[src/common/cache_pkg.sv]
package cache_pkg;

	// geometry
	localparam int addr_w = 32;
	localparam int data_w = 64;
	localparam int mask_w = 8; // one bit per byte of a data word
	localparam int words_per_line = 4;
	localparam int num_sets = 64;
	localparam int num_ways = 2;

	// address fields: tag [31:11], index [10:5], word [4:3]
	localparam int offset_w = 5;
	localparam int index_w = 6;
	localparam int tag_w = 21;

	typedef logic [tag_w-1:0] tag_t;

	// word 0 sits at the line base
	typedef logic [words_per_line-1:0][data_w-1:0] line_t;

	typedef enum logic [2:0] {
		s_idle,
		s_lookup, // repeat lookup after a refill
		s_write_back,
		s_refill,
		s_respond
	} ctrl_state_e;

endpackage
[src/common/bus_pkg.sv]
package bus_pkg;

	typedef struct packed {
		logic [cache_pkg::addr_w-1:0] addr;
		logic we;
		logic [cache_pkg::data_w-1:0] wdata;
		logic [cache_pkg::mask_w-1:0] wmask;
	} cpu_req_t;

	typedef struct packed {
		logic [cache_pkg::data_w-1:0] rdata; // zero on writes
	} cpu_resp_t;

	typedef enum logic {
		op_read_line,
		op_write_line
	} line_op_e;

	typedef struct packed {
		line_op_e op;
		cache_pkg::tag_t tag;
		logic [cache_pkg::index_w-1:0] index;
		cache_pkg::line_t data; // only meaningful for write-back
	} line_cmd_t;

	// wishbone classic
	typedef struct packed {
		logic cyc;
		logic stb;
		logic we;
		logic [cache_pkg::addr_w-1:0] adr;
		logic [cache_pkg::data_w-1:0] dat;
		logic [cache_pkg::mask_w-1:0] sel;
	} wb_m2s_t;

	typedef struct packed {
		logic [cache_pkg::data_w-1:0] dat;
		logic ack;
	} wb_s2m_t;

endpackage

[src/rtl/cpu_port.sv]
module cpu_port (
	input  logic clk,
	input  logic rst_n,
	input  logic req_valid,
	input  bus_pkg::cpu_req_t req,
	input  logic finish,
	input  logic [cache_pkg::data_w-1:0] finish_data,
	output logic done,
	output bus_pkg::cpu_resp_t resp,
	output bus_pkg::cpu_req_t cur_req,
	output logic new_req
);

	logic busy;
	logic accept;

	// the done cycle still belongs to the old request
	assign accept = req_valid && !busy && !done;

	always_ff @(posedge clk) begin
		if (!rst_n) begin
			busy <= 1'b0;
			new_req <= 1'b0;
			done <= 1'b0;
		end else begin
			new_req <= accept;
			done <= finish;
			if (accept) begin
				busy <= 1'b1;
			end else if (finish) begin
				busy <= 1'b0;
			end
		end
	end

	always_ff @(posedge clk) begin
		if (accept) begin
			cur_req <= req; // held for the whole access
		end
		if (finish) begin
			resp.rdata <= finish_data;
		end
	end

	// controller only answers a request it was given
	a_finish_when_busy: assert property (
		@(posedge clk) disable iff (!rst_n) finish |-> busy
	);

endmodule

[config.mk]
export PLATFORM = sky130hd
export DESIGN_NAME = cpu_port
export DESIGN_NICKNAME = d
export VERILOG_FILES = /design/src/common/cache_pkg.sv /design/src/common/bus_pkg.sv /design/src/rtl/cpu_port.sv
export SDC_FILE = /design/constraint.sdc
export NUM_CORES = 1
export LEC_CHECK = 0
export ABC_AREA = 0
export BUFFER_PORTS_ARGS = -buffer_cell sky130_fd_sc_hd__clkbuf_2
export CORE_ASPECT_RATIO = 1.2
export CORE_MARGIN = 10
export CORE_UTILIZATION = 37
export CTS_CLUSTER_SIZE = 24
export DETAILED_ROUTE_END_ITERATION = 10
export PLACE_DENSITY = 0.76
export SYNTH_ARGS = -nofsm -noshare
export SYNTH_HDL_FRONTEND = slang
export SYNTH_SLANG_ARGS = --single-unit
export TNS_END_PERCENT = 20
[constraint.sdc]
create_clock -name clk -period 3.46 [get_ports clk]
set_input_delay 0.519 -clock clk [delete_from_list [all_inputs] [get_ports clk]]
set_output_delay 0.519 -clock clk [all_outputs]
set_load 0.01 [all_outputs]
Yosys cells after proc, flatten, opt, wreduce, memory -nomap -nowiden

Index checks and enable logic that the tools add are counted.

Reduce and logical (&&, ||, !) cells: 5
Muxes and demuxes: 2

Operators with widths:

| cell               | number |
|---|---|
| logical AND 1 bit  | 2 |
| zero test 1 bit    | 2 |
| two-way mux 1 bit  | 2 |
| nonzero test 2 bit | 1 |

Flip-flop bits (word level): 172
Output and inout bits: 171
Input port bits: 173

Depth between registers and ports, before layout

Gate-level depths: netlist of the first run.

Word-level depth: 4
Mapped depth: 2

Least setup slack after synthesis of the first run

Ideal clock, no wire load.

Kind: input to register
Start: in req_valid
End: reg cur_req[0] in the netlist's numbering (enable)
Arrival: 3.190 ns
Buffers on the path: 0
Stages on the path: 1
Data required time: 2.979 ns
Path slack: -0.211 ns
Cells stage by stage: nor3b_4

Word-level cells in the longest chain between the ends: 2

Ends and longest elaborated chain:

| what                            | line           | RTL |
|---|---|---|
| start, declared                 | cpu_port.sv:4  | `input logic req_valid,` |
| logical AND 1 bit (2 in series) | cpu_port.sv:18 | `assign accept = req_valid && !busy && !done;` |
| end signal, assigned            | cpu_port.sv:38 | `cur_req <= req;` |
| end, declared                   | cpu_port.sv:10 | `output bus_pkg::cpu_req_t cur_req,` |

Every way passes these cells.
A chain may end at the register's enable or synchronous reset.

Worst setup path after layout of the first run

Start: reg busy
End: reg cur_req[14] in the netlist's numbering (enable)

Word-level cells in the longest chain between the ends: 3

Ends and longest elaborated chain:

| what                            | line           | RTL |
|---|---|---|
| start, declared                 | cpu_port.sv:14 | `logic busy;` |
| start signal, assigned          | cpu_port.sv:22 | `busy <= 1'b0;` |
| start signal, assigned          | cpu_port.sv:29 | `busy <= 1'b1;` |
| start signal, assigned          | cpu_port.sv:31 | `busy <= 1'b0;` |
| zero test 1 bit                 | cpu_port.sv:18 |  |
| logical AND 1 bit (2 in series) | cpu_port.sv:18 |  |
| via accept                      | cpu_port.sv:15 | `logic accept;` |

The timed path passes the listed nets, and every way through them passes these cells.

==> summary.md, run 1 <==
| Metric | Value |
|---|---|
| GRT met1 Usage | `14.4%` |
| All-Layer GR Usage | `~15%` |
| RR Startpoint | `busy$_SDFFE_PN0P_` |
| Cts bufs inserted | `17` |
| Die area | `19200 µm²` |
| Commonest non-fill, non-tap cells in the layout | `clkbuf_2 (343), edfxtp_1 (169), clkbuf_16 (17), clkinv_1 (5), buf_4 (4)` |
| Commonest non-fill, non-tap cell in the layout | `clkbuf_2` |
| Ratio of total power to cell area | `approximately 590 nW/µm²` |
| H-tree levels | `4` |
| RSZ-0062 raised after global routing | `no` |
| Nets@finish | `717` |
| Tot Pwr | `4.56 mW` |
| R2R Setup Slk | `1700 ps` |
| Seq/Total Area, Yosys | `99.1%` |
| Site Rows | `47` |
| Design internal power | `approximately 3.6 mW` |
| Peak supply drop | `0.000363 V` |
| I/O Buffers | `343` |
| Comb pwr share | `8.2%` |
| Worst-Margin Slew | `880 ps` |
| Final Hold Fails | `0` |
| Core footprint | `13800 µm²` |
| Clock Latency Late Sink | `410 ps` |
| Die height | `150 µm` |
| Grt total ovfl | `0` |
| Crit Path Class | `reg -> reg` |
| Worst path required time | `3540 ps` |
| Delay-heaviest family, CP | `simple AND/OR/NAND/NOR gates` |
| R2R cell count | `2` |
| Flops & latches, synth | `172` |
| Placed Cells | `just under 700` |
| Vias in the first global route | `around 3.6k` |
| Initial core utilization | `37.6%` |
| Initial antenna violation count | `1` |
| Clock Skew | `4.64 ps` |
| Die width | `128 µm` |
| Crit path max-delay cell type | `nor3b_4` |
| CP Capture Type | `register` |
| DR vias | `around 3.2k` |
| P_sw | `about 970 µW` |
| Non-filler cells, final | `728` |
| CTS tree | `built` |
| Fin crit share | `between 50% and 60%` |
| Area grow syn2layout | `48.5%` |
| Global-route wire length before repair | `21600 µm` |
| Fin crit period | `roughly 1800 ps` |
| Clk slew on worst S/H paths | `approximately 60 ps` |
| Fmax achieved | `0.567 GHz` |
| Worst R2R End | `cur_req[14]$_DFFE_PP_` |
| Initial DRC Count | `152` |
| Startpoint Class | `register` |
| Syn nets | `350` |
| Synth cell types | `6` |
| Mapped Cells | `177` |
| Final non-filler cell area | `slightly below 8000 µm²` |
| Root Driver | `clkbuf_16` |
| Post-Synthesis Cell Area | `5180 µm²` |
| First drt pass iteration count | `4` |
| RD Place Congestion | `around 0.8` |
| Critical Path AT | `1840 ps` |
| Via/cell ratio | `4.36` |
| Util after Layout | `55.9%` |
| Status | `finished, final reports clean` |
| Final TNS setup | `0 ps` |
| Post-route DRC | `0` |
| Num ports | `between 300 and 400` |
| Routing usage on met3 | `10.8%` |
| Worst slew margin | `41.4%` |
| Post-CTS setup buffer count | `0` |
| Clock share of power | `between 30% and 40%` |
| Largest net degree at the start of global routing | `73` |
| TritonCTS Sinks | `172` |
| Share of layout cells above drive strength 1 | `67.1%` |
| Busiest layer in global routing | `met2` |
| Routed Antenna Nets | `0` |
| Synth Warn # | `0` |
| CP Buf/Inv Count | `1` |
| Peak per-stage delay on the critical path | `640 ps` |
| Hold_buf cts | `0` |
| Drt wl/cell | `20.9 µm` |
| Post-CTS sizing | `0` |
| Switching fraction of total power | `21.3%` |
| Worst hold path class | `in -> reg` |
| Final HPWL DP | `12600 µm` |
| Diodes inserted | `0` |
| Setup WS post-layout | `1700 ps` |
| Worst hold slack | `274 ps` |
| Max Cap Viol | `0` |
| Worst slack, placed | `1430 ps` |
| WHS Path Cells | `1` |
| CP Cell Sequence | `nor3b_4, buf_12` |
| Max Root-Sink Buffers | `2` |
| Final WL | `about 15000 µm` |
| P_leak | `3.37 nW` |
| Hold Path End | `resp[62]$_DFFE_PP_` |
| Critical Path Fanout Max | `72` |
| Met2 Resource Use GR | `24.9%` |
| Max-slew violations | `0` |
| Final setup viols | `0` |
| Flop pwr share | `54.6%` |
| Synthesized area per cell | `about 29 µm²` |
| Hold Path Origin | `finish_data[62]` |
| Placed Area | `7160 µm²` |
power by group through the flow:
stage	Clock, mW	Sequential, mW	Combinational (mW)
4_1_cts	1.75	2.49	0.384
5_1_grt	1.83	2.50	0.407
3_3_place_gp	0	2.53	0.374
2_1_floorplan	0	2.61	0.0292
3_5_place_dp	0	2.54	0.383
6_report	1.70	2.49	0.373
kinds of logic (layout without fill, tap and decap cells):
logic type	Yosys count	after routing	synth area share, %
AND/OR/NAND/NOR	4	4	0.725
AO/OA/AOI/OAI	1	1	0.145
flip-flops	172	172	99.1
buffers and inverters	0	380	0
how the worst max path moves through the flow:
stage	startpoint	to	cells past startpoint
floorplan	req_valid	cur_req[0]$_DFFE_PP_	1
global placement	req_valid	cur_req[58]$_DFFE_PP_	3
detailed placement	req_valid	cur_req[26]$_DFFE_PP_	3
CTS	busy$_SDFFE_PN0P_	cur_req[26]$_DFFE_PP_	2
global route	busy$_SDFFE_PN0P_	cur_req[94]$_DFFE_PP_	2
finish	busy$_SDFFE_PN0P_	cur_req[14]$_DFFE_PP_	2
layer usage:
metal	wire, µm	up-vias
li1	-	1457
met1	4990	1454
met2	7570	241
met3	2380	17
met4	230	2
met5	18	-
cell usage after synthesis (all sizes together):
cell	number	area share (%)
and2	2	0.24
nor3b	1	0.36
o21a	1	0.14
nor2b	1	0.12
dfxtp	3	1.2
edfxtp	169	98
flip-flops by register name, summed over array words and instances, names as in the netlist:
| signal | cells |
|---|---|
| cur_req | 105 |
| resp | 64 |
| busy | 1 |
| done | 1 |
| new_req | 1 |
worst register-to-register path, delay by kind of cell (launching register included):
family	cells	cell delay, ps
AND/OR/NAND/NOR	1	640
buffers and inverters	1	410
flip-flops	1	330
layout make-up:
type / count / area (µm²)
Timing Repair Buffer: 348 / 1770
Multi-Input combinational cell: 5 / 45.0
Fill cell: 1078 / 6070
Sequential cell: 172 / 5130
Tap cell: 171 / 214
Clock inverter: 13 / 100
Clock buffer: 19 / 433
No activity file was read; power rests on OpenSTA's default activity.
==> inputs of run 2 (changes only) <==
==> constraint.sdc (replaced) <==
create_clock -name clk -period 1.5 [get_ports clk]
set_input_delay 0.225 -clock clk [delete_from_list [all_inputs] [get_ports clk]]
set_output_delay 0.225 -clock clk [all_outputs]
set_load 0.01 [all_outputs]
==> run 2 against run 1 <==
The run now fails in 4_1_cts. Synthesized cell count unchanged. Area after synthesis is the same.
==> summary.md, run 2 <==
| Metric | Value |
|---|---|
| Status | `stopped before the end` |
| Last stage | `4_1_cts` |
| Stop Error | `[ERROR RSZ-0060] Max buffer count reached.` |
| Yosys top cell area share | `98.0% (unchanged)` |
| Initial core utilization | `37.6% (unchanged)` |
| Post-CTS sizing | `0 (unchanged)` |
| Top post-synthesis cells by area | `edfxtp_1 (98%), dfxtp_1 (1.2%), nor3b_4 (0.36%), and2_1 (0.24%), o21a_1 (0.14%)` |
| Synth area leader | `edfxtp_1` |
| TritonCTS Sinks | `172 (unchanged)` |
| Most frequent cells after synthesis | `edfxtp_1 (169), dfxtp_1 (3), and2_1 (2)` |
| Synth Warn # | `0 (unchanged)` |
| RD Place Congestion | `0.839 (+5.1%)` |
| Flops & latches, synth | `172 (unchanged)` |
| Ys flop type | `edfxtp_1` |
| Synthesized area per cell | `29.3 µm² (unchanged)` |
| Die height | `150 µm (unchanged)` |
| Root Driver | `clkbuf_16` |
| Post-CTS setup buffer count | `0 (unchanged)` |
| Max Root-Sink Buffers | `2 (unchanged)` |
| Syn nets | `350 (unchanged)` |
| Die width | `128 µm (unchanged)` |
| Mapped Cells | `177 (unchanged)` |
| Top-count cell post-synth | `edfxtp_1` |
| Placed Cells | `704 (+1.1%)` |
| EDFF count, synth | `169 (unchanged)` |
| H-tree levels | `4 (unchanged)` |
| Post-Synthesis Cell Area | `5180 µm² (unchanged)` |
| Num ports | `344 (unchanged)` |
| Final HPWL DP | `13400 µm (+6.1%)` |
| Site Rows | `47 (unchanged)` |
| Hold_buf cts | `148 (+148)` |
| Synth cell types | `6 (unchanged)` |
| Fraction of registers with async set/reset | `0% (unchanged)` |
| Cts bufs inserted | `17 (unchanged)` |
| I/O Buffers | `343 (unchanged)` |
| Seq/Total Area, Yosys | `99.1% (unchanged)` |
run 2: cells by family after synthesis:
family | Yosys count | share of synthesized area, %
and+or+nand+nor | 4 | 0.725
DFF | 172 | 99.1
AOI/OAI and AO/OA | 1 | 0.145
run 2: per-stage QoR:
stage	instance area [µm²]	worst slack [ps]	TNS [ps]
detailed placement	7260	149	0
global placement	7260	164	0
floorplan	5180	-1990	-212860
==> inputs of run 3 (changes only) <==
--- a/config.mk
+++ b/config.mk
@@ -7,12 +7,10 @@
 export LEC_CHECK = 0
 export ABC_AREA = 0
 export BUFFER_PORTS_ARGS = -buffer_cell sky130_fd_sc_hd__clkbuf_2
-export CORE_ASPECT_RATIO = 1.2
 export CORE_MARGIN = 10
-export CORE_UTILIZATION = 37
-export CTS_CLUSTER_SIZE = 24
+export CORE_UTILIZATION = 36
 export DETAILED_ROUTE_END_ITERATION = 10
-export PLACE_DENSITY = 0.76
+export PLACE_DENSITY_LB_ADDON = 0.15
 export SYNTH_ARGS = -nofsm -noshare
 export SYNTH_HDL_FRONTEND = slang
 export SYNTH_SLANG_ARGS = --single-unit
==> constraint.sdc (replaced) <==
create_clock -name clk -period 1.95 [get_ports clk]
set_input_delay 0.2925 -clock clk [delete_from_list [all_inputs] [get_ports clk]]
set_output_delay 0.2925 -clock clk [all_outputs]
set_load 0.01 [all_outputs]
==> run 3 against run 2 <==
The flow now finishes without violations.
==> summary.md, run 3 (synthesized netlist as in run 1, its figures left out) <==
| Metric | Value |
|---|---|
| Status | `finished, final reports clean` |
| First drt pass iteration count | `5` |
| RD Place Congestion | `0.763 (-9.1%)` |
| R2R cell count | `2` |
| Critical Path AT | `1470 ps` |
| Final Hold Fails | `0` |
| R2R Setup Slk | `530 ps` |
| CP Cell Sequence | `nor3b_4, buf_12` |
| Hold_buf cts | `0 (-100%)` |
| Placed Cells | `703 (-0.14%)` |
| Core footprint | `around 14000 µm²` |
| Die width | `140 µm (+9.3%)` |
| Critical Path Sink | `cur_req[54]$_DFFE_PP_` |
| Final non-filler cell area | `7730 µm²` |
| Post-CTS setup buffer count | `0 (unchanged)` |
| Fmax achieved | `0.703 GHz` |
| Startpoint Class | `register` |
| Root Driver | `clkbuf_16` |
| Initial core utilization | `37.0% (-0.61 points)` |
| Final HPWL DP | `12900 µm (-3.7%)` |
| Peak supply drop | `0.000558 V` |
| Max Root-Sink Buffers | `2 (unchanged)` |
| Share of layout cells above drive strength 1 | `between 60 and 70%` |
| Area grow syn2layout | `49.3%` |
| Site Rows | `43 (-8.5%)` |
| I/O Buffers | `343 (unchanged)` |
| Worst slew margin | `67.7%` |
| Most flop-heavy register | `cur_req` |
| Worst hold slack | `49.1 ps` |
| Hold Path Origin | `finish_data[50]` |
| Clock Skew | `6.28 ps` |
| Max-slew violations | `0` |
| Via/cell ratio | `4.26` |
| Tot Pwr | `around 8.3 mW` |
| Post-route DRC | `0` |
| DR vias | `3134` |
| Post-CTS sizing | `0 (unchanged)` |
| Placed Area | `7170 µm² (-1.2%)` |
| RR Startpoint | `done$_SDFF_PN0_` |
| FF+latch area | `5140 µm²` |
| Clk slew on worst S/H paths | `60 ps` |
| All-Layer GR Usage | `15.7%` |
| Clock Latency Late Sink | `between 400 and 500 ps` |
| Grt total ovfl | `0` |
| Die height | `140 µm (-6.5%)` |
| Max FFs per register | `105` |
| RSZ-0062 raised after global routing | `no` |
| Fillers | `1161` |
| Crit path launch | `done$_SDFF_PN0_` |
| CP Capture Type | `register` |
| Final TNS setup | `0 ps` |
| Largest net degree at the start of global routing | `90` |
| Commonest non-fill, non-tap cell in the layout | `clkbuf_2` |
| Final WL | `15800 µm` |
| H-tree levels | `4 (unchanged)` |
| Vias in the first global route | `about 3.5k` |
| Peak per-stage delay on the critical path | `390 ps` |
| Fin crit period | `1420 ps` |
| Global-route wire length before repair | `approximately 23000 µm` |
| Cts bufs inserted | `17 (unchanged)` |
| Initial DRC Count | `174` |
| CTS tree | `built` |
| Die area | `~20000 µm²` |
| Routed Antenna Nets | `0` |
| Worst path required time | `2000 ps` |
| Fin crit share | `72.9%` |
| TritonCTS Sinks | `172 (unchanged)` |
| Final setup viols | `0` |
| Nets@finish | `between 700 and 800` |
| Drt wl/cell | `around 22 µm` |
| Worst R2R End | `cur_req[54]$_DFFE_PP_` |
| Worst hold path class | `in -> reg` |
| Non-filler cells, final | `735` |
| P_leak | `3.37 nW` |
| Ratio of total power to cell area | `around 1100 nW/µm²` |
| Critical Path Fanout Max | `around 90` |
| Num ports | `344 (unchanged)` |
| Initial antenna violation count | `0` |
| Commonest non-fill, non-tap cells in the layout | `clkbuf_2 (343), edfxtp_1 (169), clkbuf_16 (17), clkinvlp_4 (4), clkbuf_1 (4)` |
| Crit path max-delay cell type | `buf_12` |
| Diodes inserted | `0` |
| Largest registers | `cur_req x105, resp x64` |
| Crit Path Class | `reg -> reg` |
| Area taken by multi-input logic gates | `45.0 µm²` |
| Max Cap Viol | `0` |
| Worst-Margin Slew | `484 ps` |
run 3: critical path, delay by kind of cell (launching register included):
kind                   cells  cell delay (ps)
DFF                        1              330
and+or+nand+nor            1              250
buffers and inverters      1              390
run 3: where the power goes:
part	internal, mW	switching (mW)
sequential	4.35	0.0635
clock	1.88	1.32
combinational	0.281	0.379
total	6.51	1.76
run 3: routing by layer:
metal / up-vias / track usage (%) / routed length (µm) / part of all wire (%)
met5: - / 0 / 0 / 0
met4: 0 / 5.71 / 295 / 1.9
met3: 19 / 9.43 / 1940 / 12
met2: 232 / 25.8 / 7870 / 50
met1: 1430 / 16.3 / 5710 / 36
li1: 1453 / - / - / -
run 3: layout make-up:
class / count / share of cell area [%]
sequential: 172 / 66.4
timing repair buffer: 346 / 22.8
clock buffer: 21 / 5.70
tap: 180 / 2.91
clock inverter: 11 / 1.57
multi-input combinational: 5 / 0.583
run 3: worst min-delay path by stage:
stage	endpoint	cells after the start
after detailed placement	resp[27]$_DFFE_PP_	1
after floorplan	cur_req[0]$_DFFE_PP_	0
after global routing	cur_req[98]$_DFFE_PP_	1
final	resp[50]$_DFFE_PP_	1
after global placement	resp[43]$_DFFE_PP_	1
after CTS	resp[61]$_DFFE_PP_	1
run 3: stage by stage:
step,setup slack (ps),util (%)
2_1_floorplan,-1540,-
3_3_place_gp,538,51.3
3_5_place_dp,519,51.3
4_1_cts,551,55.3
5_1_grt,497,55.3
6_report,528,55.3
