--- src/common/cache_pkg.sv ---
package cache_pkg;

	// geometry
	localparam int addr_w = 32;
	localparam int data_w = 64;
	localparam int mask_w = 8; // one bit per byte of a data word
	localparam int words_per_line = 4;
	localparam int num_sets = 64;
	localparam int num_ways = 2;

	// address fields: tag [31:11], index [10:5], word [4:3]
	localparam int offset_w = 5;
	localparam int index_w = 6;
	localparam int tag_w = 21;

	typedef logic [tag_w-1:0] tag_t;

	// word 0 sits at the line base
	typedef logic [words_per_line-1:0][data_w-1:0] line_t;

	typedef enum logic [2:0] {
		s_idle,
		s_lookup, // repeat lookup after a refill
		s_write_back,
		s_refill,
		s_respond
	} ctrl_state_e;

endpackage
--- src/common/bus_pkg.sv ---
package bus_pkg;

	typedef struct packed {
		logic [cache_pkg::addr_w-1:0] addr;
		logic we;
		logic [cache_pkg::data_w-1:0] wdata;
		logic [cache_pkg::mask_w-1:0] wmask;
	} cpu_req_t;

	typedef struct packed {
		logic [cache_pkg::data_w-1:0] rdata; // zero on writes
	} cpu_resp_t;

	typedef enum logic {
		op_read_line,
		op_write_line
	} line_op_e;

	typedef struct packed {
		line_op_e op;
		cache_pkg::tag_t tag;
		logic [cache_pkg::index_w-1:0] index;
		cache_pkg::line_t data; // only meaningful for write-back
	} line_cmd_t;

	// wishbone classic
	typedef struct packed {
		logic cyc;
		logic stb;
		logic we;
		logic [cache_pkg::addr_w-1:0] adr;
		logic [cache_pkg::data_w-1:0] dat;
		logic [cache_pkg::mask_w-1:0] sel;
	} wb_m2s_t;

	typedef struct packed {
		logic [cache_pkg::data_w-1:0] dat;
		logic ack;
	} wb_s2m_t;

endpackage

--- src/dcache/dcache_ctrl.sv ---
module dcache_ctrl (
	input  logic clk,
	input  logic rst_n,
	input  bus_pkg::cpu_req_t cur_req,
	input  logic new_req,
	input  logic hit,
	input  logic hit_way,
	input  logic victim_way,
	input  logic victim_dirty,
	input  cache_pkg::tag_t victim_tag,
	input  cache_pkg::line_t victim_line,
	input  logic [cache_pkg::data_w-1:0] read_word,
	input  logic line_done,
	input  cache_pkg::line_t fill_line,
	output logic finish,
	output logic [cache_pkg::data_w-1:0] finish_data,
	output logic word_we,
	output logic line_we,
	output logic touch,
	output logic wr_way,
	output bus_pkg::line_cmd_t cmd,
	output logic line_start
);

	cache_pkg::ctrl_state_e state;
	logic vict_q; // way chosen at the miss
	logic lookup;
	logic hit_now;
	logic miss_now;
	cache_pkg::tag_t req_tag;
	logic [cache_pkg::index_w-1:0] req_index;
	logic [1:0] req_word;

	assign req_tag = cur_req.addr[cache_pkg::addr_w-1 -: cache_pkg::tag_w];
	assign req_index = cur_req.addr[cache_pkg::offset_w +: cache_pkg::index_w];
	assign req_word = cur_req.addr[cache_pkg::offset_w-1:3];

	// first lookup overlaps the new_req cycle
	assign lookup = (state == cache_pkg::s_idle && new_req) || state == cache_pkg::s_lookup;
	assign hit_now = lookup && hit;
	assign miss_now = lookup && !hit;

	assign finish = state == cache_pkg::s_respond;

	always_comb begin
		word_we = hit_now && cur_req.we;
		touch = hit_now && !cur_req.we;
		line_we = state == cache_pkg::s_refill && line_done; // fill_line valid with line_done
		wr_way = (state == cache_pkg::s_refill) ? vict_q : hit_way;
	end

	always_ff @(posedge clk) begin
		if (!rst_n) begin
			state <= cache_pkg::s_idle;
			line_start <= 1'b0;
			vict_q <= 1'b0;
		end else begin
			line_start <= 1'b0;
			case (state)
				cache_pkg::s_idle, cache_pkg::s_lookup: begin
					if (hit_now) begin
						state <= cache_pkg::s_respond;
					end else if (miss_now) begin
						vict_q <= victim_way;
						line_start <= 1'b1;
						state <= victim_dirty ? cache_pkg::s_write_back : cache_pkg::s_refill;
					end
				end
				cache_pkg::s_write_back: begin
					if (line_done) begin
						line_start <= 1'b1; // refill right behind the write-back
						state <= cache_pkg::s_refill;
					end
				end
				cache_pkg::s_refill: begin
					if (line_done) begin
						state <= cache_pkg::s_lookup;
					end
				end
				cache_pkg::s_respond: state <= cache_pkg::s_idle;
				default: state <= cache_pkg::s_idle;
			endcase
		end
	end

	// command and response payload
	always_ff @(posedge clk) begin
		if (miss_now) begin
			cmd.op <= victim_dirty ? bus_pkg::op_write_line : bus_pkg::op_read_line;
			cmd.tag <= victim_dirty ? victim_tag : req_tag;
			cmd.index <= req_index;
			cmd.data <= victim_line;
		end else if (state == cache_pkg::s_write_back && line_done) begin
			cmd.op <= bus_pkg::op_read_line;
			cmd.tag <= req_tag;
		end
		if (hit_now) begin
			finish_data <= cur_req.we ? '0 : read_word;
		end
	end

	a_start_in_burst_state: assert property (
		@(posedge clk) disable iff (!rst_n)
		line_start |-> state inside {cache_pkg::s_write_back, cache_pkg::s_refill}
	);

	a_finish_pulse: assert property (
		@(posedge clk) disable iff (!rst_n) finish |=> !finish
	);

	// installed line must serve the repeated lookup
	a_install_hits: assert property (
		@(posedge clk) disable iff (!rst_n)
		line_we |=> hit && read_word == $past(fill_line[req_word])
	);

endmodule

--- config.mk ---
export PLATFORM = sky130hd
export DESIGN_NAME = dcache_ctrl
export DESIGN_NICKNAME = d
export VERILOG_FILES = /design/src/common/cache_pkg.sv /design/src/common/bus_pkg.sv /design/src/dcache/dcache_ctrl.sv
export SDC_FILE = /design/constraint.sdc
export NUM_CORES = 1
export LEC_CHECK = 0
export BUFFER_PORTS_ARGS = -buffer_cell sky130_fd_sc_hd__buf_2
export CORE_AREA = 2 2 419 421
export DETAILED_ROUTE_END_ITERATION = 7
export DIE_AREA = 0 0 421 423
export GPL_ROUTABILITY_DRIVEN = 0
export GPL_TIMING_DRIVEN = 0
export REMOVE_ABC_BUFFERS = 1
export SYNTH_ARGS = -nofsm -noshare
export SYNTH_HDL_FRONTEND = slang
export SYNTH_SLANG_ARGS = --single-unit
--- constraint.sdc ---
create_clock -name clk -period 7.1 [get_ports clk]
set_clock_uncertainty 0.05 [all_clocks]
set_input_delay 0.71 -clock clk [delete_from_list [all_inputs] [get_ports clk]]
set_output_delay 0.71 -clock clk [all_outputs]
set_load 0.005 [all_outputs]
# Word-level counts from Yosys, hierarchy flattened
# Index checks and enable logic that the tools add are counted.
[totals] register_bits=353 out_inout_bits=354 elab_cells=49
[op_classes] eq_ne=7 n_mux=15 n_bitwise=1 reduce_logical=15
[op_table] operator="2-to-1 mux 22 bit" n=2
[op_table] operator="2-to-1 mux 21 bit" n=1
[op_table] operator="2-to-1 mux 3 bit" n=4
[op_table] operator="case mux 3 bit (3 select lines)" n=1
[op_table] operator="logical AND 1 bit" n=7
[op_table] operator="equality test 3 x 2 -> 1 bit (second input constant)" n=2
[op_table] operator="2-to-1 mux 1 bit" n=6
[op_table] operator="AND reduction 3 bit" n=2
[op_table] operator="!= test 2 bit (second input constant)" n=2
[op_table] operator="equality test 3 x 1 -> 1 bit (second input constant)" n=1
[op_table] operator="equality test 3 bit (second input constant)" n=1
[op_table] operator="zero test 3 bit" n=1
[op_table] operator="!= test 3 bit (second input constant)" n=1
[op_table] operator="zero test 1 bit" n=2
[op_table] operator="case mux 1 bit (2 select lines)" n=1
[op_table] operator="nonzero test 2 bit" n=1
[op_table] operator="OR reduction 2 bit" n=1
[op_table] operator="logical OR 1 bit" n=1
[op_table] operator="NOT 1 bit" n=1

# Longest topological paths before layout
# Gate-level depths: netlist of the first run.
[depth] ltp_word=7 depth_mapped=5

# Worst setup path after synthesis of the first run
# OpenSTA, ideal clock, no wires.
[synth_path] path_kind="in2reg" start="input port hit" end="register vict_q" setup_ns=0.383 arrival_time_ns=6.571 path_slack_ns=0.096 path_stages=4 path_buffers=0 cell_sequence="o21ba_4 nand2_1 inv_1 o21ai_0"
[synth_between] elab_chain_len=3 elab_cells_between_ends=5 classes_between="1 x bitwise; 4 x reduce/logical"
[synth_rtl] element="from (decl)" line_no="dcache_ctrl.sv:6" rtl="input logic hit,"
[synth_rtl] element="zero test 1 bit / logical AND 1 bit (equally long branches)" line_no="dcache_ctrl.sv:41, dcache_ctrl.sv:40"
[synth_rtl] element="logical AND 1 bit / NOT 1 bit (equally long branches)"
[synth_rtl] element="AND reduction 3 bit (no source line) *"
[synth_rtl] element="to (signal assigned)" line_no="dcache_ctrl.sv:64" rtl="vict_q <= victim_way;"
[synth_rtl] element="to (decl)" line_no="dcache_ctrl.sv:26" rtl="logic vict_q;"
# Every way passes the cells marked *; elsewhere a longest branch is shown, timed or not.
# A chain may end at the register's enable or synchronous reset.

# Worst setup path after layout of the first run
[layout_path] start="register state[1]" end="output port word_we"
[layout_between] elab_chain_len=5 elab_cells_between_ends=6 classes_between="1 x eq/ne; 5 x reduce/logical"
[layout_rtl] element="from (decl)" line_no="dcache_ctrl.sv:25" rtl="cache_pkg::ctrl_state_e state;"
[layout_rtl] element="from (signal assigned)" line_no="dcache_ctrl.sv:54" rtl="state <= cache_pkg::s_idle;"
[layout_rtl] element="from (signal assigned)" line_no="dcache_ctrl.sv:62" rtl="state <= cache_pkg::s_respond;"
[layout_rtl] element="from (signal assigned)" line_no="dcache_ctrl.sv:66" rtl="state <= victim_dirty ? cache_pkg::s_write_back : cache_pkg::s_refill;"
[layout_rtl] element="zero test 3 bit" line_no="dcache_ctrl.sv:39" rtl="assign lookup = (state == cache_pkg::s_idle && new_req) || state == cache_pkg::s_lookup;"
[layout_rtl] element="logical AND 1 bit" line_no="dcache_ctrl.sv:39"
[layout_rtl] element="logical OR 1 bit *" line_no="dcache_ctrl.sv:39"
[layout_rtl] element="logical AND 1 bit *" line_no="dcache_ctrl.sv:40" rtl="assign hit_now = lookup && hit;"
[layout_rtl] element="logical AND 1 bit *" line_no="dcache_ctrl.sv:46" rtl="word_we = hit_now && cur_req.we;"
[layout_rtl] element="to (decl)" line_no="dcache_ctrl.sv:17" rtl="output logic word_we,"
# Marks and branches as above.

==> impl_metrics.tcl, run 1 <==
set metrics [dict create \
    outcome "completed" \
    place_ws_ns 3.76 \
    rsz0062_at_grt "false" \
    drc_errors 0 \
    cts-resized-gates 0 \
    io_pins 1064 \
    r2r_start "state[0]" \
    grt_start_max_net_pins 103 \
    power.switching_w 0.00134 \
    grt_pass1_wl_um 109000 \
    yosysWarningCount 0 \
    htree_levels 2 \
    avgSynthCellArea_sq_um 24.1 \
    die-height_um 423 \
    clock_power_share_pct 46.8 \
    cts_setup_buffers 0 \
    multi_input_area_sq_um 917 \
    r2r_slack_ns 4.15 \
    layout_min_cycle_time_ns 3.08 \
    die_w_um 421 \
    via_per_inst 2.35 \
    fin_crit_sh_pct 43.4 \
    maxSlewViolCount 0 \
    tns_ns 0 \
    synth_cell_type_count 29 \
    swShare_pct 24.5 \
    clk_latency_ns 0.60 \
    slew-limit-headroom_pct 44.5 \
    grt_use_total_pct 10.0 \
    clock_sinks 353 \
    hold_viol 0 \
    antenna_found_initial 197 \
    fill_cells 19600 \
    synth-edff-count 348 \
    wire_per_inst_um 25.4 \
    r2r-end "cmd[260]" \
    finalWirelength_um 92700 \
    critPathTopFamily "compound AO/OA/AOI/OAI gates" \
    min-delay-start "victim_line[102]" \
    cellInternalPower_w 0.00412 \
    netlist_area_sq_um 11500 \
    power_frac_comb_pct 8.0 \
    die_area_sq_um 178000 \
    cts_hold_buf 0 \
    worst_ep_required_time_ns 6.34 \
    syn_inst 479 \
    crit_type "reg -> out" \
    synth-seq-cells 353 \
    yosysTopAreaCell "edfxtp_1" \
    vias 8558 \
    num_rows 153 \
    dpl.hpwl_um 82300 \
    cp-end-kind "output port" \
    hold-path-cell-count 1 \
    cts_buffers 47 \
    overflow 0 \
    critPathSlowestCell "o211a_4" \
    synth_area_leaders "edfxtp_1 91%, nor2b_1 3.6%, mux2_4 2.5%, dfxtp_1 0.87%, mux2_2 0.29%" \
    cp_num_buf_inv 2 \
    arrival_ns 2.32 \
    min_path_type "in -> reg" \
    drive_gt1_share_pct 65.2 \
    fin_nets 1961 \
    start_kind "register" \
    area_growth_pct 72.5 \
    setup_ws_ns 4.02 \
    final_common_cell "buf_2" \
    ir_drop_v 0.000164 \
    dr.first_iter.drc_count 633 \
    p_per_area_nw_per_um2 274 \
    first_pass_iters 5 \
    fmax_ghz 0.324 \
    grt_pass1_vias 7880 \
    maxCapViolations 0 \
    tightest_slew_ns 0.832 \
    initial_utilization_pct 6.65 \
    crit_chain "nor2_4, o211a_4, buf_16, and2_1, buf_2" \
    setup_viol 0 \
    regArea_sq_um 10600 \
    cts_buffer_depth 3 \
    cpPeakStageDelay_ns 0.49 \
    seq_power_share_pct 45.2 \
    r2r_cells 5 \
    cts-root-buf "clkbuf_16" \
    synthDominantCellAreaShare_pct 90.7 \
    p_leak_nw 7.44 \
    path_clk_slew_ns 0.06 \
    io_buffers 730 \
    synthArstFlopShare_pct 0 \
    synthFlopType "edfxtp_1" \
    coreArea_sq_um 173000 \
    yosysSeqAreaShare_pct 91.5 \
    drtAntennaViolNets 0 \
    path_max_fanout 39 \
    mostFrequentLayoutCells "729 x buf_2, 348 x edfxtp_1, 66 x nor2b_1" \
    holdPathEnd "cmd[102]" \
    cts_tree "yes" \
]
[worst register-to-register path, cell delays in order, from the launching register on]
cell     delay, ns
dfxtp_1       0.54
o21ba_4       0.22
nand2_1       0.18
inv_8         0.45
buf_16        0.45
buf_16        0.51
[cells in the mapped netlist (2+ instances only)]
| library cell | number |
|---|---|
| and2_1 | 2 |
| dfxtp_1 | 5 |
| mux2_2 | 3 |
| nor2b_1 | 66 |
| edfxtp_1 | 348 |
| inv_1 | 2 |
| mux2_4 | 19 |
| nand2_1 | 5 |
| o21ai_0 | 3 |
| buf_6 | 2 |
| clkbuf_1 | 6 |
[state kept, by name (all words and copies together) (netlist names)]
name and flops:
cmd 284, finish_data 64, line_start 1, state 3
vict_q 1
[worst max-delay path by stage]
| stage | slack [ns] | endpoint | depth (start not counted) | from |
|---|---|---|---|---|
| 2_1_floorplan | 0.1 | vict_q | 4 | hit |
| 3_3_place_gp | -2.94 | vict_q | 5 | hit |
| 3_5_place_dp | 3.76 | cmd[48] | 6 | hit |
| 4_1_cts | 3.91 | word_we | 5 | state[1] |
| 5_1_grt | 3.86 | word_we | 5 | state[1] |
| 6_report | 4.02 | word_we | 5 | state[1] |
[cells by family (layout without fill, tap and decap cells)]
group	after synthesis	after routing	synth area share [%]
flops	353	353	91.5
simple gates	82	82	4.47
mux	22	22	2.77
buf+inv	13	824	0.608
compound gates	9	9	0.619
other cells	0	32	0
[cell type report]
class,count,area share [%]
clock inverters,31,1.91
multi-input cells,113,4.61
clock buffers,57,6.36
flip-flops and latches,353,53.1
diodes,32,0.403
repair buffers,734,18.9
inverters,2,0.0755
well taps,2325,14.6
[routing by layer]
layer,routed length (um),vias up,part of all wire (%),track usage [%]
met2,46300,672,50,17.5
met3,13100,257,14,6.02
li1,-,3468,-,-
met4,1990,116,2.1,1.84
met1,30600,4045,33,10.3
met5,747,-,0.81,0
[stage by stage]
step / power [W] / hold slack (ns) / util, % / std cells / instance area (sq um)
6_report: 0.00545 / 0.178 / 11.5 / 3647 / 19900
5_1_grt: 0.00568 / 0.121 / 11.5 / 3632 / 19800
4_1_cts: 0.00560 / 0.0894 / 11.4 / 3615 / 19800
3_5_place_dp: 0.00298 / 0.414 / 10.5 / 3527 / 18200
3_3_place_gp: 0.00299 / 0.403 / 10.4 / 3523 / 18000
2_1_floorplan: 0.00263 / 0.383 / - / 468 / 11500
[power by group through the flow]
stage | clock network [W] | logic (W) | registers [W]
after floorplan | 0 | 0.0000794 | 0.00255
after global placement | 0 | 0.000443 | 0.00255
after detailed placement | 0 | 0.000466 | 0.00251
after CTS | 0.00267 | 0.000468 | 0.00247
after global routing | 0.00273 | 0.000472 | 0.00247
final | 0.00255 | 0.000439 | 0.00247
Power figures use the tool's default switching activity.
==> run 2: changes to the inputs <==
==> constraint.sdc (replaced) <==
create_clock -name clk -period 2.57 [get_ports clk]
set_clock_uncertainty 0.05 [all_clocks]
set_input_delay 0.257 -clock clk [delete_from_list [all_inputs] [get_ports clk]]
set_output_delay 0.257 -clock clk [all_outputs]
set_load 0.005 [all_outputs]
==> impl_metrics.tcl, run 2 (synthesized netlist as in run 1, its figures left out) <==
set metrics [dict create \
    critPathSlowestCell "bufbuf_16" \
    setup_viol 0 \
    hold_viol 0 \
    fin_hold_ws_ns 0.0394 \
    dr.first_iter.drc_count 717 \
    maxCapViolations 0 \
    finalNonFillerCells 4043 \
    min_path_type "in -> reg" \
    grt_pass1_wl_um 117000 \
    die_w_um 421 \
    critPathTopFamily "buffers and inverters" \
    fin_nets 2341 \
    drtAntennaViolNets 0 \
    r2r_slack_ns 0.09 \
    reg_top3 "cmd (284), finish_data (64), state (3)" \
    die_area_sq_um 178000 \
    path_clk_slew_ns 0.06 \
    power.total_w 0.0157 \
    io_pins 1064 \
    clk_latency_ns 0.61 \
    postLayoutCoreUtil_pct 13.7 \
    ir_drop_v 0.000443 \
    tightest_slew_ns 0.848 \
    p_leak_nw 9.07 \
    via_per_inst 2.50 \
    arrival_ns 2.73 \
    dpl.hpwl_um 82300 \
    cts-root-buf "clkbuf_16" \
    initial_utilization_pct 6.65 \
    io_buffers 730 \
    place_ws_ns -0.426 \
    grt_use_total_pct 10.5 \
    cp_num_buf_inv 3 \
    rsz0062_at_grt "false" \
    overflow 0 \
    final_common_cell "buf_2" \
    p_per_area_nw_per_um2 662 \
    slew-limit-headroom_pct 43.5 \
    wire_per_inst_um 24.0 \
    finalWirelength_um 97100 \
    cts_buffer_depth 3 \
    antenna_found_initial 164 \
    grt_pass1_vias 9836 \
    clock_sinks 353 \
    largest_reg_flops 284 \
    num_rows 153 \
    coreArea_sq_um 173000 \
    drc_errors 0 \
    cpPeakStageDelay_ns 0.49 \
    area_growth_pct 106 \
    crit_chain "nor2_4, nand2_2, bufinv_16, buf_16, bufbuf_16" \
    path_max_fanout 51 \
    crit_type "reg -> reg" \
    mostFrequentLayoutCells "729 x buf_2, 375 x dlygate4sd3_1, 348 x edfxtp_1" \
    fin_crit_sh_pct 96.5 \
    fmax_ghz 0.403 \
    grt_start_max_net_pins 67 \
    cts_buffers 47 \
    vias 10100 \
    first_pass_iters 5 \
    regMostFlops "cmd" \
    cp-end-kind "register" \
    setup_ws_ns 0.0889 \
    dp_cells 3527 \
    layout_min_cycle_time_ns 2.48 \
    drive_gt1_share_pct 50.8 \
    start_kind "register" \
    outcome "completed" \
    worst_ep_required_time_ns 2.82 \
    htree_levels 2 \
    die-height_um 423 \
    maxSlewViolCount 0 \
    cts_tree "yes" \
]
==> run 2: cell count changes in the layout (fill, tap and decap cells not counted), sizes merged <==
cell and change:
dlygate4sd3 +375, diode +16, bufbuf +2, buf +1, bufinv +1, o211a +1
==> run 2: timing repair <==
| action | CTS | global route |
|---|---|---|
| hold endpoints to repair | 352 | 0 |
| buffers inserted | 1 | 0 |
| hold buffers | 375 | 0 |
| gates resized for setup | 4 | 0 |
| setup endpoints to repair | 103 | 0 |
==> run 2: tightest hold or removal path, cell delays in order <==
cell and delay [ns]:
buf_2 0.13, o21bai_1 0.12, or3_1 0.10, a21oi_1 0.06
==> run 2: worst paths after layout <==
check	from	to	depth (start not counted)
max reg2reg	state[1]	cmd[90]	5
min reg2reg	state[1]	state[0]	2
min	hit	state[0]	4
max	state[1]	cmd[90]	5
==> run 2: layout make-up <==
class,instances,area [sq um]
fillers,19300,149000
flip-flops and latches,353,10600
repair buffers,1112,7590
well taps,2325,2910
clock buffers,57,1260
multi-input cells,114,930
clock inverters,31,379
diodes,48,120
inverters,2,33.8
repair inverters,1,8.76
==> run 2: power breakdown <==
| part | leakage (nW) | internal [W] | switching, W |
|---|---|---|---|
| logic | 4.97 | 0.000905 | 0.000987 |
| registers | 3.30 | 0.00673 | 0.0000853 |
| clock network | 0.802 | 0.00416 | 0.00289 |
==> run 2: per-layer routing <==
metal	share of wire (%)	track usage [%]
met4	4.6	4.03
met3	9.5	4.49
met2	48	17.7
met5	0.52	0
met1	37	11.6
==> run 2: per-stage QoR <==
stage                     instance area (sq um)  TNS [ns]
after floorplan                           11500  -1026.50
after global placement                    18000  -1864.27
after detailed placement                  18200    -40.52
after CTS                                 23700         0
after global routing                      23700         0
final                                     23800         0
