File: src/common/cache_pkg.sv
package cache_pkg;

	// geometry
	localparam int addr_w = 32;
	localparam int data_w = 64;
	localparam int mask_w = 8; // one bit per byte of a data word
	localparam int words_per_line = 4;
	localparam int num_sets = 64;
	localparam int num_ways = 2;

	// address fields: tag [31:11], index [10:5], word [4:3]
	localparam int offset_w = 5;
	localparam int index_w = 6;
	localparam int tag_w = 21;

	typedef logic [tag_w-1:0] tag_t;

	// word 0 sits at the line base
	typedef logic [words_per_line-1:0][data_w-1:0] line_t;

	typedef enum logic [2:0] {
		s_idle,
		s_lookup, // repeat lookup after a refill
		s_write_back,
		s_refill,
		s_respond
	} ctrl_state_e;

endpackage
File: src/common/bus_pkg.sv
package bus_pkg;

	typedef struct packed {
		logic [cache_pkg::addr_w-1:0] addr;
		logic we;
		logic [cache_pkg::data_w-1:0] wdata;
		logic [cache_pkg::mask_w-1:0] wmask;
	} cpu_req_t;

	typedef struct packed {
		logic [cache_pkg::data_w-1:0] rdata; // zero on writes
	} cpu_resp_t;

	typedef enum logic {
		op_read_line,
		op_write_line
	} line_op_e;

	typedef struct packed {
		line_op_e op;
		cache_pkg::tag_t tag;
		logic [cache_pkg::index_w-1:0] index;
		cache_pkg::line_t data; // only meaningful for write-back
	} line_cmd_t;

	// wishbone classic
	typedef struct packed {
		logic cyc;
		logic stb;
		logic we;
		logic [cache_pkg::addr_w-1:0] adr;
		logic [cache_pkg::data_w-1:0] dat;
		logic [cache_pkg::mask_w-1:0] sel;
	} wb_m2s_t;

	typedef struct packed {
		logic [cache_pkg::data_w-1:0] dat;
		logic ack;
	} wb_s2m_t;

endpackage

File: src/rtl/wb_burst_master.sv
module wb_burst_master (
	input  logic clk,
	input  logic rst_n,
	input  logic line_start,
	input  bus_pkg::line_cmd_t cmd,
	input  bus_pkg::wb_s2m_t wb_in,
	output bus_pkg::wb_m2s_t wb_out,
	output logic line_done,
	output cache_pkg::line_t fill_line
);

	bus_pkg::line_cmd_t cmd_q;
	logic cyc_q;
	logic stb_q;
	logic [1:0] beat_q;
	logic beat_ack;
	logic last_beat;

	assign beat_ack = stb_q && wb_in.ack;
	assign last_beat = beat_q == 2'(cache_pkg::words_per_line - 1);

	always_comb begin
		wb_out.cyc = cyc_q;
		wb_out.stb = stb_q;
		wb_out.we = cmd_q.op == bus_pkg::op_write_line;
		wb_out.adr = {cmd_q.tag, cmd_q.index, beat_q, 3'b000};
		wb_out.dat = cmd_q.data[beat_q];
		wb_out.sel = '1; // whole words only
	end

	always_ff @(posedge clk) begin
		if (!rst_n) begin
			cyc_q <= 1'b0;
			stb_q <= 1'b0;
			beat_q <= '0;
			line_done <= 1'b0;
		end else begin
			line_done <= 1'b0;
			if (line_start) begin
				cyc_q <= 1'b1;
				stb_q <= 1'b1;
				beat_q <= '0;
			end else if (beat_ack) begin
				stb_q <= 1'b0; // one idle cycle between beats
				if (last_beat) begin
					cyc_q <= 1'b0;
					line_done <= 1'b1;
				end else begin
					beat_q <= beat_q + 2'd1;
				end
			end else if (cyc_q) begin
				stb_q <= 1'b1;
			end
		end
	end

	always_ff @(posedge clk) begin
		if (line_start) begin
			cmd_q <= cmd;
		end
		if (beat_ack && cmd_q.op == bus_pkg::op_read_line) begin
			fill_line[beat_q] <= wb_in.dat;
		end
	end

	a_stb_needs_cyc: assert property (
		@(posedge clk) disable iff (!rst_n) wb_out.stb |-> wb_out.cyc
	);

endmodule

File: config.mk
export PLATFORM = sky130hd
export DESIGN_NAME = wb_burst_master
export DESIGN_NICKNAME = d
export VERILOG_FILES = /design/src/common/cache_pkg.sv /design/src/common/bus_pkg.sv /design/src/rtl/wb_burst_master.sv
export SDC_FILE = /design/constraint.sdc
export NUM_CORES = 1
export LEC_CHECK = 0
export BUFFER_PORTS_ARGS = -buffer_cell sky130_fd_sc_hd__buf_2
export CORE_AREA = 3 3 280 282
export DETAILED_ROUTE_END_ITERATION = 6
export DIE_AREA = 0 0 283 285
export HOLD_SLACK_MARGIN = 0.05
export PLACE_DENSITY = 0.45
export SYNTH_ARGS = -nofsm -noshare
export SYNTH_HDL_FRONTEND = slang
export SYNTH_SLANG_ARGS = --single-unit
export TNS_END_PERCENT = 20
File: constraint.sdc
create_clock -name clk -period 4.35 [get_ports clk]
set_input_delay 0.2175 -clock clk [delete_from_list [all_inputs] [get_ports clk]]
set_output_delay 0.2175 -clock clk [all_outputs]
set_load 0.02 [all_outputs]
# After elaboration in Yosys (flattened, before gate mapping)
# Cells that the tools add are included.
# word_totals
register_bits	545
in_bits	352
wordCells	45
# classes
addsub	1
magnitude_cmp	2
eq_ne	1
n_mux	12
n_bitwise	4
reduce_logical	10
# op_table
op	n
$bwmux 256	1
$bmux 64 s2	1
$demux 64 s2	1
$mux 64	2
$mux 1	7
$not 1->1	4
$reduce_and 2->1	2
$reduce_bool 2->1	2
$logic_and 1x1->1	3
$lt 2x3->1 const B	1
$reduce_bool 3->1	1
$reduce_or 3->1	1
$add 2x1->2 const B	1
$eq 2x2->1 const B	1
$ge 2x1->1 const B	1
$reduce_or 2->1	1

# Depth between registers and ports, before layout
# Gate-level depths: netlist of the first run.
# depth
depth_word	5
depth_mapped	6
mapped_depth_nobuf	4

# Worst setup path before layout of the first run
# Ideal clock, no wire load.
# synth_path
path_kind	flip-flop to flip-flop
startpoint	reg beat_q[1] (netlist name)
endpoint	reg fill_line[100] (netlist name) (enable)
setup_time_ns	0.429
arrival_ns	2.497
t_required_ns	3.921
path_slack_ns	1.424
stages_incl_launch_ff	6
n_path_buf	2
synth_period_minus_slack_ns	2.926
path_cell_list	dfxtp_1 buf_2 buf_2 inv_1 ha_1 and2_1
# synth_lines
element	line	rtl
end signal: indexed assignment	wb_burst_master.sv:62	fill_line[beat_q] <= wb_in.dat;
end: declaration	wb_burst_master.sv:9	output cache_pkg::line_t fill_line

==> results.yml, run 1 <==
synth:
  synthCells: 690
  synth_area_leaders: "edfxtp_1, mux4_2, buf_4"
  ys_seq_area_share_pct: 88.9
  yosys_warnings: 0
  synth_top_area_cell: "edfxtp_1"
  synth.distinct_cells: 21
  mappedNetlistArea_um2: 18300
  synth_top_area_share_pct: 88.4
  syn-mean-instance-area_um2: 26.6
  ys_ff_latch: 545
setup_path:
  crit_start: "beat_q[0]"
  crit_type: "reg -> out"
  crit_fanout: 30
  critPathRequiredTime_ns: 4.13
  crit_path_end_kind: "output port"
  cp_data_arrival_time_ns: 2.66
  worstReg2RegStart: "beat_q[1]"
  critPathLaunchType: "flip-flop"
route:
  wl_met2_mm: 28.6
  totalWireLength_mm: 55.5
  route.met3.wl_mm: 5.19
  drt-wirelength-per-cell_um: 19.5
  first_pass_iters: 4
  route.vias.total: 10900
  top_layer: "met5"
  route.detailed.drc: 0
  antenna_left: 0
  wl_met1_mm: 20.1
  viasPerCell: 3.85
  drtIter0Drc: 476
power:
  swShare_pct: 21.8
  p_int_w: 0.00916
  combPwrFrac_pct: 7.8
  p_leak_nw: 10.7
  p_clk_share_pct: 40.0
  p_per_area_nw_per_um2: 415
  seqPwrFrac_pct: 52.2
  peakVddDrop_uv: 328
  power.switching_w: 0.00255
sta:
  clock-skew-final_ns: 0.0239
  drv_slew: 0
  hold_slack_ns: 0.161
  final_hold_viol_count: 0
  rsz0062_at_grt: "false"
  period_share_pct: 66.1
  setup-tns-final_ns: 0
  worst_slew_pin_slew_ns: 1.06
  fmax_mhz: 348
  finalSetupViolCount: 0
  period_minus_slack_ns: 2.87
  relSlewSlack_pct: 29.6
  worst_slack_ns: 1.48
cells_and_area:
  area_growth_pct: 53.7
  final.fill_count: 7151
  final_nets: 2121
  drive_gt1_share_pct: 47.7
  final_cell_mix: "buf_2, edfxtp_1, dlygate4sd3_1"
  layout_commonest_cell: "buf_2"
  stdcell_count: 2846
clocking:
  cts_sinks: 545
  cts_tree: "yes"
  root_buffer: "clkbuf_16"
  clk_pin_slew_ns: 0.07
  insertion_delay_ns: 0.60
  htreeDepth: 2
  cts_made_buffers: 58
  clockBufferDepth: 3
flow_run:
  max_cap_violations: 0
outcome:
  status: "complete, no violations"
floorplan:
  core_um2: 75900
  io_pins: 716
  die_h_um: 285
  die_w_um: 283
  start_util_pct: 24.2
  rows: 101
  dieArea_um2: 80700
place:
  dp.cells: 2384
  place_ws_ns: 1.86
  dp_hpwl_mm: 39.5
  portBuffers: 704
  gp_congestion: 0.823
global_route:
  grt_pass1_wl_mm: 81.3
  grt_max_degree: 113
  gr-total-overflow: 0
  first_global_vias: 12400
  grt_usage_pct: 13.4
  antenna_found_initial: 9
min_path:
  min_path_type: "in -> reg"
  hp-start: "line_start"
==> cell usage after synthesis, drive strengths merged <==
cell type / n
clkbuf: 2
buf: 53
dfxtp: 5
nand2: 1
nand2b: 1
mux2i: 1
o21a: 2
nand3b: 1
and2: 4
xnor2: 1
mux4: 64
nor2b: 1
ha: 4
nor2: 4
conb: 2
a21oi: 1
inv: 2
nand3: 1
edfxtp: 540
==> stage by stage <==
stage	power (W)	instance area, um2	utilization (%)
6_report	0.0117	28200	37.1
2_1_floorplan	0.00649	18400	-
4_1_cts	0.0119	28200	37.1
3_5_place_dp	0.00688	22900	30.1
3_3_place_gp	0.00687	22900	30.1
5_1_grt	0.0122	28200	37.1
==> layer usage <==
metal,GRT usage (%),vias to the layer above
met5,0,-
met4,4.42,4
li1,-,4974
met1,14.7,5330
met2,23.8,548
met3,5.18,90
==> area by class of cell <==
| type | instances | area (um2) | share of cell area, % |
|---|---|---|---|
| multi-input combinational | 97 | 1650 | 5.85 |
| clock inverter | 39 | 284 | 1.01 |
| clock buffer | 66 | 1500 | 5.33 |
| inverter | 2 | 7.51 | 0.0266 |
| sequential | 545 | 16300 | 57.9 |
| antenna | 6 | 15.0 | 0.0533 |
| tap | 1030 | 1290 | 4.57 |
| timing repair buffer | 1061 | 7120 | 25.2 |
==> critical path, cell delays in order (launching register included) <==
cell,delay [ns]
dfxtp_4,0.60
buf_4,0.60
mux4_2,0.59
buf_2,0.19
==> registers in the layout, indices dropped and copies added (netlist names) <==
name / cells
fill_line: 256
wb_out: 28
line_done: 1
beat_q: 2
cmd_q: 256
stb_q: 1
cyc_q: 1
==> final timing paths <==
check / end / slack (ns) / depth (start not counted)
max: wb_out[44] / 1.48 / 3
min reg2reg: line_done / 0.55 / 2
max reg2reg: fill_line[235] / 1.98 / 2
min: cmd_q[88] / 0.16 / 1
==> repair_timing <==
action	4_1_cts	5_1_grt
resized for setup	0	0
hold buffers	351	0
setup buffers	0	0
hold endpoints to repair	545	0
==> cells by family after synthesis <==
group	after synthesis	synth area share, %
AOI/OAI and AO/OA	3	0.109
xor gates and xnor gates	1	0.0478
adders and majority gates	4	0.273
buffers and inverters	57	2.31
DFF	545	88.9
muxes	65	7.91
other	2	0.0409
and+or+nand+nor	13	0.375
==> power groups by stage <==
stage          clock network (W)  registers, W  logic [W]
2_1_floorplan                  0       0.00622   0.000279
3_3_place_gp                   0       0.00623   0.000645
3_5_place_dp                   0       0.00623   0.000654
4_1_cts                  0.00486       0.00612   0.000923
5_1_grt                  0.00504       0.00614   0.000978
6_report                 0.00469       0.00611   0.000908
Note: power is estimated with default switching activity, not from simulation.
==> run 2, diff against run 1 <==
CORE_AREA = 3 3 279 281   (was 3 3 280 282)
DIE_AREA = 0 0 282 284   (was 0 0 283 285)
PLACE_DENSITY = 0.47   (was 0.45)
clock period = 2.6 ns   (was 4.35 ns; I/O delays follow)
==> results.yml, run 2 (same netlist as run 1, synthesis figures left out) <==
place:
  gp_congestion: 0.784
  placed_area_um2: 23000
  dp_hpwl_mm: 39.0
  place_ws_ns: 0.694
  dp.cells: 2344
  portBuffers: 704
route:
  viasPerCell: 3.92
  drtIter0Drc: 537
  first_pass_iters: 4
  antenna_left: 0
  drt-wirelength-per-cell_um: 19.6
  totalWireLength_mm: 54.9
  route.detailed.drc: 0
  route.vias.total: 11000
clocking:
  insertion_delay_ns: 0.61
  htreeDepth: 2
  cts_made_buffers: 58
  cts_tree: "yes"
  clk_pin_slew_ns: 0.07
  cts_setup_buffers: 0
  clockBufferDepth: 3
  root_buffer: "clkbuf_16"
  cts_sinks: 545
sta:
  fmax_mhz: 437
  clock-skew-final_ns: 0.0261
  rsz0062_at_grt: "false"
  period_share_pct: 88.1
  finalSetupViolCount: 0
  hold_slack_ns: 0.220
  relSlewSlack_pct: 55.1
  worst_slew_pin_slew_ns: 0.674
  period_minus_slack_ns: 2.29
  final_hold_viol_count: 0
  worst_slack_ns: 0.309
  drv_slew: 0
power:
  power.switching_w: 0.00429
  p_int_w: 0.0158
  combPwrFrac_pct: 7.7
  peakVddDrop_uv: 591
  swShare_pct: 21.4
  p_clk_share_pct: 41.3
  p_per_area_nw_per_um2: 705
  seqPwrFrac_pct: 51.0
  total_power_w: 0.0201
  p_leak_nw: 10.9
global_route:
  grt_max_degree: 65
  gr-total-overflow: 0
  first_global_vias: 12300
  grt_usage_pct: 13.3
  antenna_found_initial: 15
  grt_pass1_wl_mm: 78.9
setup_path:
  crit_chain: "buf_4 -> mux4_2 -> buf_2"
  worst-path-stages: 3
  endpoint: "wb_out[34]"
  crit_fanout: 37
  critPathLaunchType: "flip-flop"
  reg2reg_to: "fill_line[205]"
  reg2reg_depth: 4
  critPathRequiredTime_ns: 2.47
  crit_family: "buffers and inverters"
  worstReg2RegStart: "stb_q"
  crit_start: "beat_q[1]"
  crit_path_end_kind: "output port"
  slowest_stage: "buf_4"
  slowest_delay_ns: 0.52
  r2r_slack_ns: 0.75
  crit_type: "reg -> out"
  path_buf_inv: 2
  cp_data_arrival_time_ns: 2.16
min_path:
  hold_depth: 2
  min_path_type: "in -> reg"
cells_and_area:
  area_growth_pct: 55.0
  layout_commonest_cell: "buf_2"
  stdcell_count: 2809
  multi_input_area_um2: 1650
  final.fill_count: 6978
  regArea_um2: 16300
  final_nets: 2134
  drive_gt1_share_pct: 48.2
  final_cell_mix: "buf_2, edfxtp_1, dlygate4sd3_1"
  stdcell_area_um2: 28400
floorplan:
  rows: 101
  start_util_pct: 24.2
  die_w_um: 282
  io_pins: 716
  die_h_um: 284
  dieArea_um2: 80100
  core_um2: 75700
outcome:
  status: "complete, no violations"
flow_run:
  max_cap_violations: 0
[run 2: worst min path at each step]
stage | endpoint | from | slack [ns]
2_1_floorplan | cmd_q[0] | cmd[0] | 0.23
3_3_place_gp | cmd_q[86] | cmd[86] | 0.31
3_5_place_dp | cmd_q[207] | cmd[207] | 0.31
4_1_cts | cmd_q[206] | cmd[206] | 0.15
5_1_grt | cmd_q[159] | cmd[159] | 0.18
6_report | cmd_q[159] | cmd[159] | 0.22
[run 2: area by class of cell]
type / instances / share of cell area (%)
flip-flops and latches: 545 / 57.4
inverters: 2 / 0.0264
clock inverters: 41 / 1.46
multi-input cells: 97 / 5.80
repair buffers: 1074 / 25.7
diodes: 5 / 0.0440
clock buffers: 67 / 5.30
well taps: 978 / 4.30
[run 2: timing repair]
item                      in CTS  in global routing
resized for setup              0                  0
hold buffers                 352                  0
hold endpoints to repair     601                  0
[run 2: layer usage]
| metal | share of wire (%) | global-route usage, % |
|---|---|---|
| met1 | 36 | 14.4 |
| met2 | 52 | 24.1 |
| met3 | 9.6 | 4.69 |
| met4 | 2.7 | 4.05 |
| met5 | 0.069 | 0 |
[run 2: power groups by stage]
stage | Combinational, W | Clock, W | Sequential (W)
after detailed placement | 0.00111 | 0 | 0.0104
after global routing | 0.00165 | 0.00893 | 0.0103
after floorplan | 0.000466 | 0 | 0.0104
after global placement | 0.00109 | 0 | 0.0104
final | 0.00154 | 0.00829 | 0.0102
after CTS | 0.00156 | 0.00852 | 0.0102
[run 2: per-stage QoR]
step           TNS, ns  utilization, %
2_1_floorplan   -45.84               -
4_1_cts              0            37.6
5_1_grt              0            37.6
6_report             0            37.6
3_3_place_gp         0            30.4
3_5_place_dp         0            30.4
==> run 3, diff against run 2 <==
ABC_AREA = 1   (was default)
CORE_AREA = 3 3 278 280   (was 3 3 279 281)
DIE_AREA = 0 0 281 283   (was 0 0 282 284)
PLACE_DENSITY = 0.49   (was 0.47)
==> results.yml, run 3 <==
outcome:
  status: "complete, no violations"
floorplan:
  die_h_um: 283
  io_pins: 716
  start_util_pct: 25.9
  die_w_um: 281
  core_um2: 74700
  dieArea_um2: 79500
  rows: 100
sta:
  fmax_mhz: 407
  clock-skew-final_ns: 0.00862
  period_minus_slack_ns: 2.45
  hold_slack_ns: 0.242
  period_share_pct: 94.4
  worst_slew_pin_slew_ns: 0.803
  final_hold_viol_count: 0
  rsz0062_at_grt: "false"
  drv_slew: 0
  relSlewSlack_pct: 46.5
  finalSetupViolCount: 0
route:
  drtIter0Drc: 711
  totalWireLength_mm: 59.5
  wl_met1_mm: 21.3
  route.met3.wl_mm: 4.84
  route.vias.total: 13300
  first_pass_iters: 5
  viasPerCell: 4.11
  wl_met2_mm: 30.9
  top_layer: "met5"
  antenna_left: 0
  drt-wirelength-per-cell_um: 18.5
  route.detailed.drc: 0
synth:
  synthFlopType: "edfxtp_1"
  synthCells: 1116
  synth.distinct_cells: 21
  syn-mean-instance-area_um2: 17.3
  mappedNetlistArea_um2: 19400
  synth_edf_count: 540
  ys_ff_latch: 545
  synth_area_leaders: "edfxtp_1, o211ai_2, nor2_1"
  ys_seq_area_share_pct: 84.3
  yosys_warnings: 0
  synth.most_common_cell: "edfxtp_1"
  ys_async_sr_fraction_pct: 0
  yosys-top-cells-count: "edfxtp_1, nor2_1, nand2_1"
  synth_top_area_share_pct: 83.8
  synth_top_area_cell: "edfxtp_1"
setup_path:
  path_buf_inv: 3
  crit_fanout: 114
  crit_start: "beat_q[1]"
  crit_type: "reg -> out"
  reg2reg_depth: 4
  reg2reg_to: "fill_line[243]"
  slowest_stage: "dfxtp_1"
  slowest_delay_ns: 0.37
  cp_data_arrival_time_ns: 2.32
  crit_path_end_kind: "output port"
  worst-path-stages: 6
  worstReg2RegStart: "beat_q[0]"
  endpoint: "wb_out[33]"
  crit_chain: "inv_6 -> buf_16 -> nor2_1 -> o21ai_0 -> nand2_1 -> buf_2"
  critPathRequiredTime_ns: 2.47
  r2r_slack_ns: 0.48
  critPathLaunchType: "flip-flop"
  crit_family: "buffers and inverters"
cells_and_area:
  area_growth_pct: 52.1
  final_core_util_pct: 39.4
  final_cell_mix: "buf_2, edfxtp_1, dlygate4sd3_1"
  layout_commonest_cell: "buf_2"
  final_nets: 2559
  drive_gt1_share_pct: 39.8
clocking:
  clockBufferDepth: 3
  cts_made_buffers: 57
  cts_setup_buffers: 0
  cts_sinks: 545
  insertion_delay_ns: 0.59
  clk_pin_slew_ns: 0.06
  root_buffer: "clkbuf_16"
  cts_tree: "yes"
  htreeDepth: 2
power:
  p_leak_nw: 12.1
  p_per_area_nw_per_um2: 670
  peakVddDrop_uv: 533
global_route:
  gr-total-overflow: 0
  first_global_vias: 14500
  antenna_found_initial: 13
  grt_pass1_wl_mm: 86.9
  grt_usage_pct: 14.4
  grt_max_degree: 115
place:
  portBuffers: 704
  gp_congestion: 0.799
  dp_hpwl_mm: 41.8
min_path:
  hp-start: "cmd[239]"
  min_path_type: "in -> reg"
flow_run:
  max_cap_violations: 0
[run 3: worst min-delay path by stage]
stage | end | depth (start not counted) | slack (ns)
2_1_floorplan | cmd_q[0] | 0 | 0.23
3_3_place_gp | wb_out[83] | 1 | 0.31
3_5_place_dp | wb_out[87] | 1 | 0.31
4_1_cts | wb_out[98] | 2 | 0.18
5_1_grt | cmd_q[88] | 2 | 0.20
6_report | cmd_q[239] | 2 | 0.24
[run 3: worst register-to-register path, stage by stage, from the launching register on]
cell	delay [ns]
dfxtp_4	0.55
ha_1	0.27
inv_1	0.11
nor2_4	0.59
buf_4	0.30
[run 3: area by class of cell]
class,count,area [um2]
Sequential cell,545,16300
Tap cell,969,1210
Antenna cell,7,17.5
Fill cell,6969,45300
Timing Repair Buffer,1102,7580
Multi-Input combinational cell,424,2280
Inverter,73,284
Clock buffer,70,1520
Clock inverter,32,234
[run 3: what timing repair did]
| item | CTS | global route |
|---|---|---|
| hold buffers | 352 | 0 |
| hold endpoints to repair | 606 | 0 |
| resized for setup | 0 | 3 |
| setup endpoints to repair | 0 | 11 |
[run 3: layer usage]
metal	vias up	GRT usage, %
met3	132	4.31
li1	6183	-
met2	581	26.5
met4	12	6.35
met1	6350	14.9
met5	-	0
[run 3: logic make-up after synthesis]
group                      Yosys count  synth area share [%]
and+or+nand+nor                    279                  5.44
other                                2                0.0388
buffers and inverters              156                  4.24
DFF                                545                  84.3
adders and majority gates            4                 0.259
AOI/OAI and AO/OA                  130                  5.72
[run 3: metrics by stage]
| stage | total power (W) | setup TNS [ns] | area, um2 | instances | setup slack, ns |
|---|---|---|---|---|---|
| 2_1_floorplan | 0.0111 | -105.06 | 19400 | 1125 | -0.644 |
| 3_3_place_gp | 0.0118 | 0 | 24100 | 2760 | 0.394 |
| 4_1_cts | 0.0200 | 0 | 29400 | 3214 | 0.00535 |
| 3_5_place_dp | 0.0118 | 0 | 24100 | 2760 | 0.432 |
| 5_1_grt | 0.0206 | 0 | 29400 | 3220 | 0.00642 |
| 6_report | 0.0197 | 0 | 29400 | 3222 | 0.145 |
[run 3: report_power, final]
group	switching, W	internal (W)	total [W]
registers	0.000130	0.0101	0.0102
logic	0.000972	0.000829	0.00180
clock network	0.00327	0.00441	0.00768
total	0.00437	0.0153	0.0197
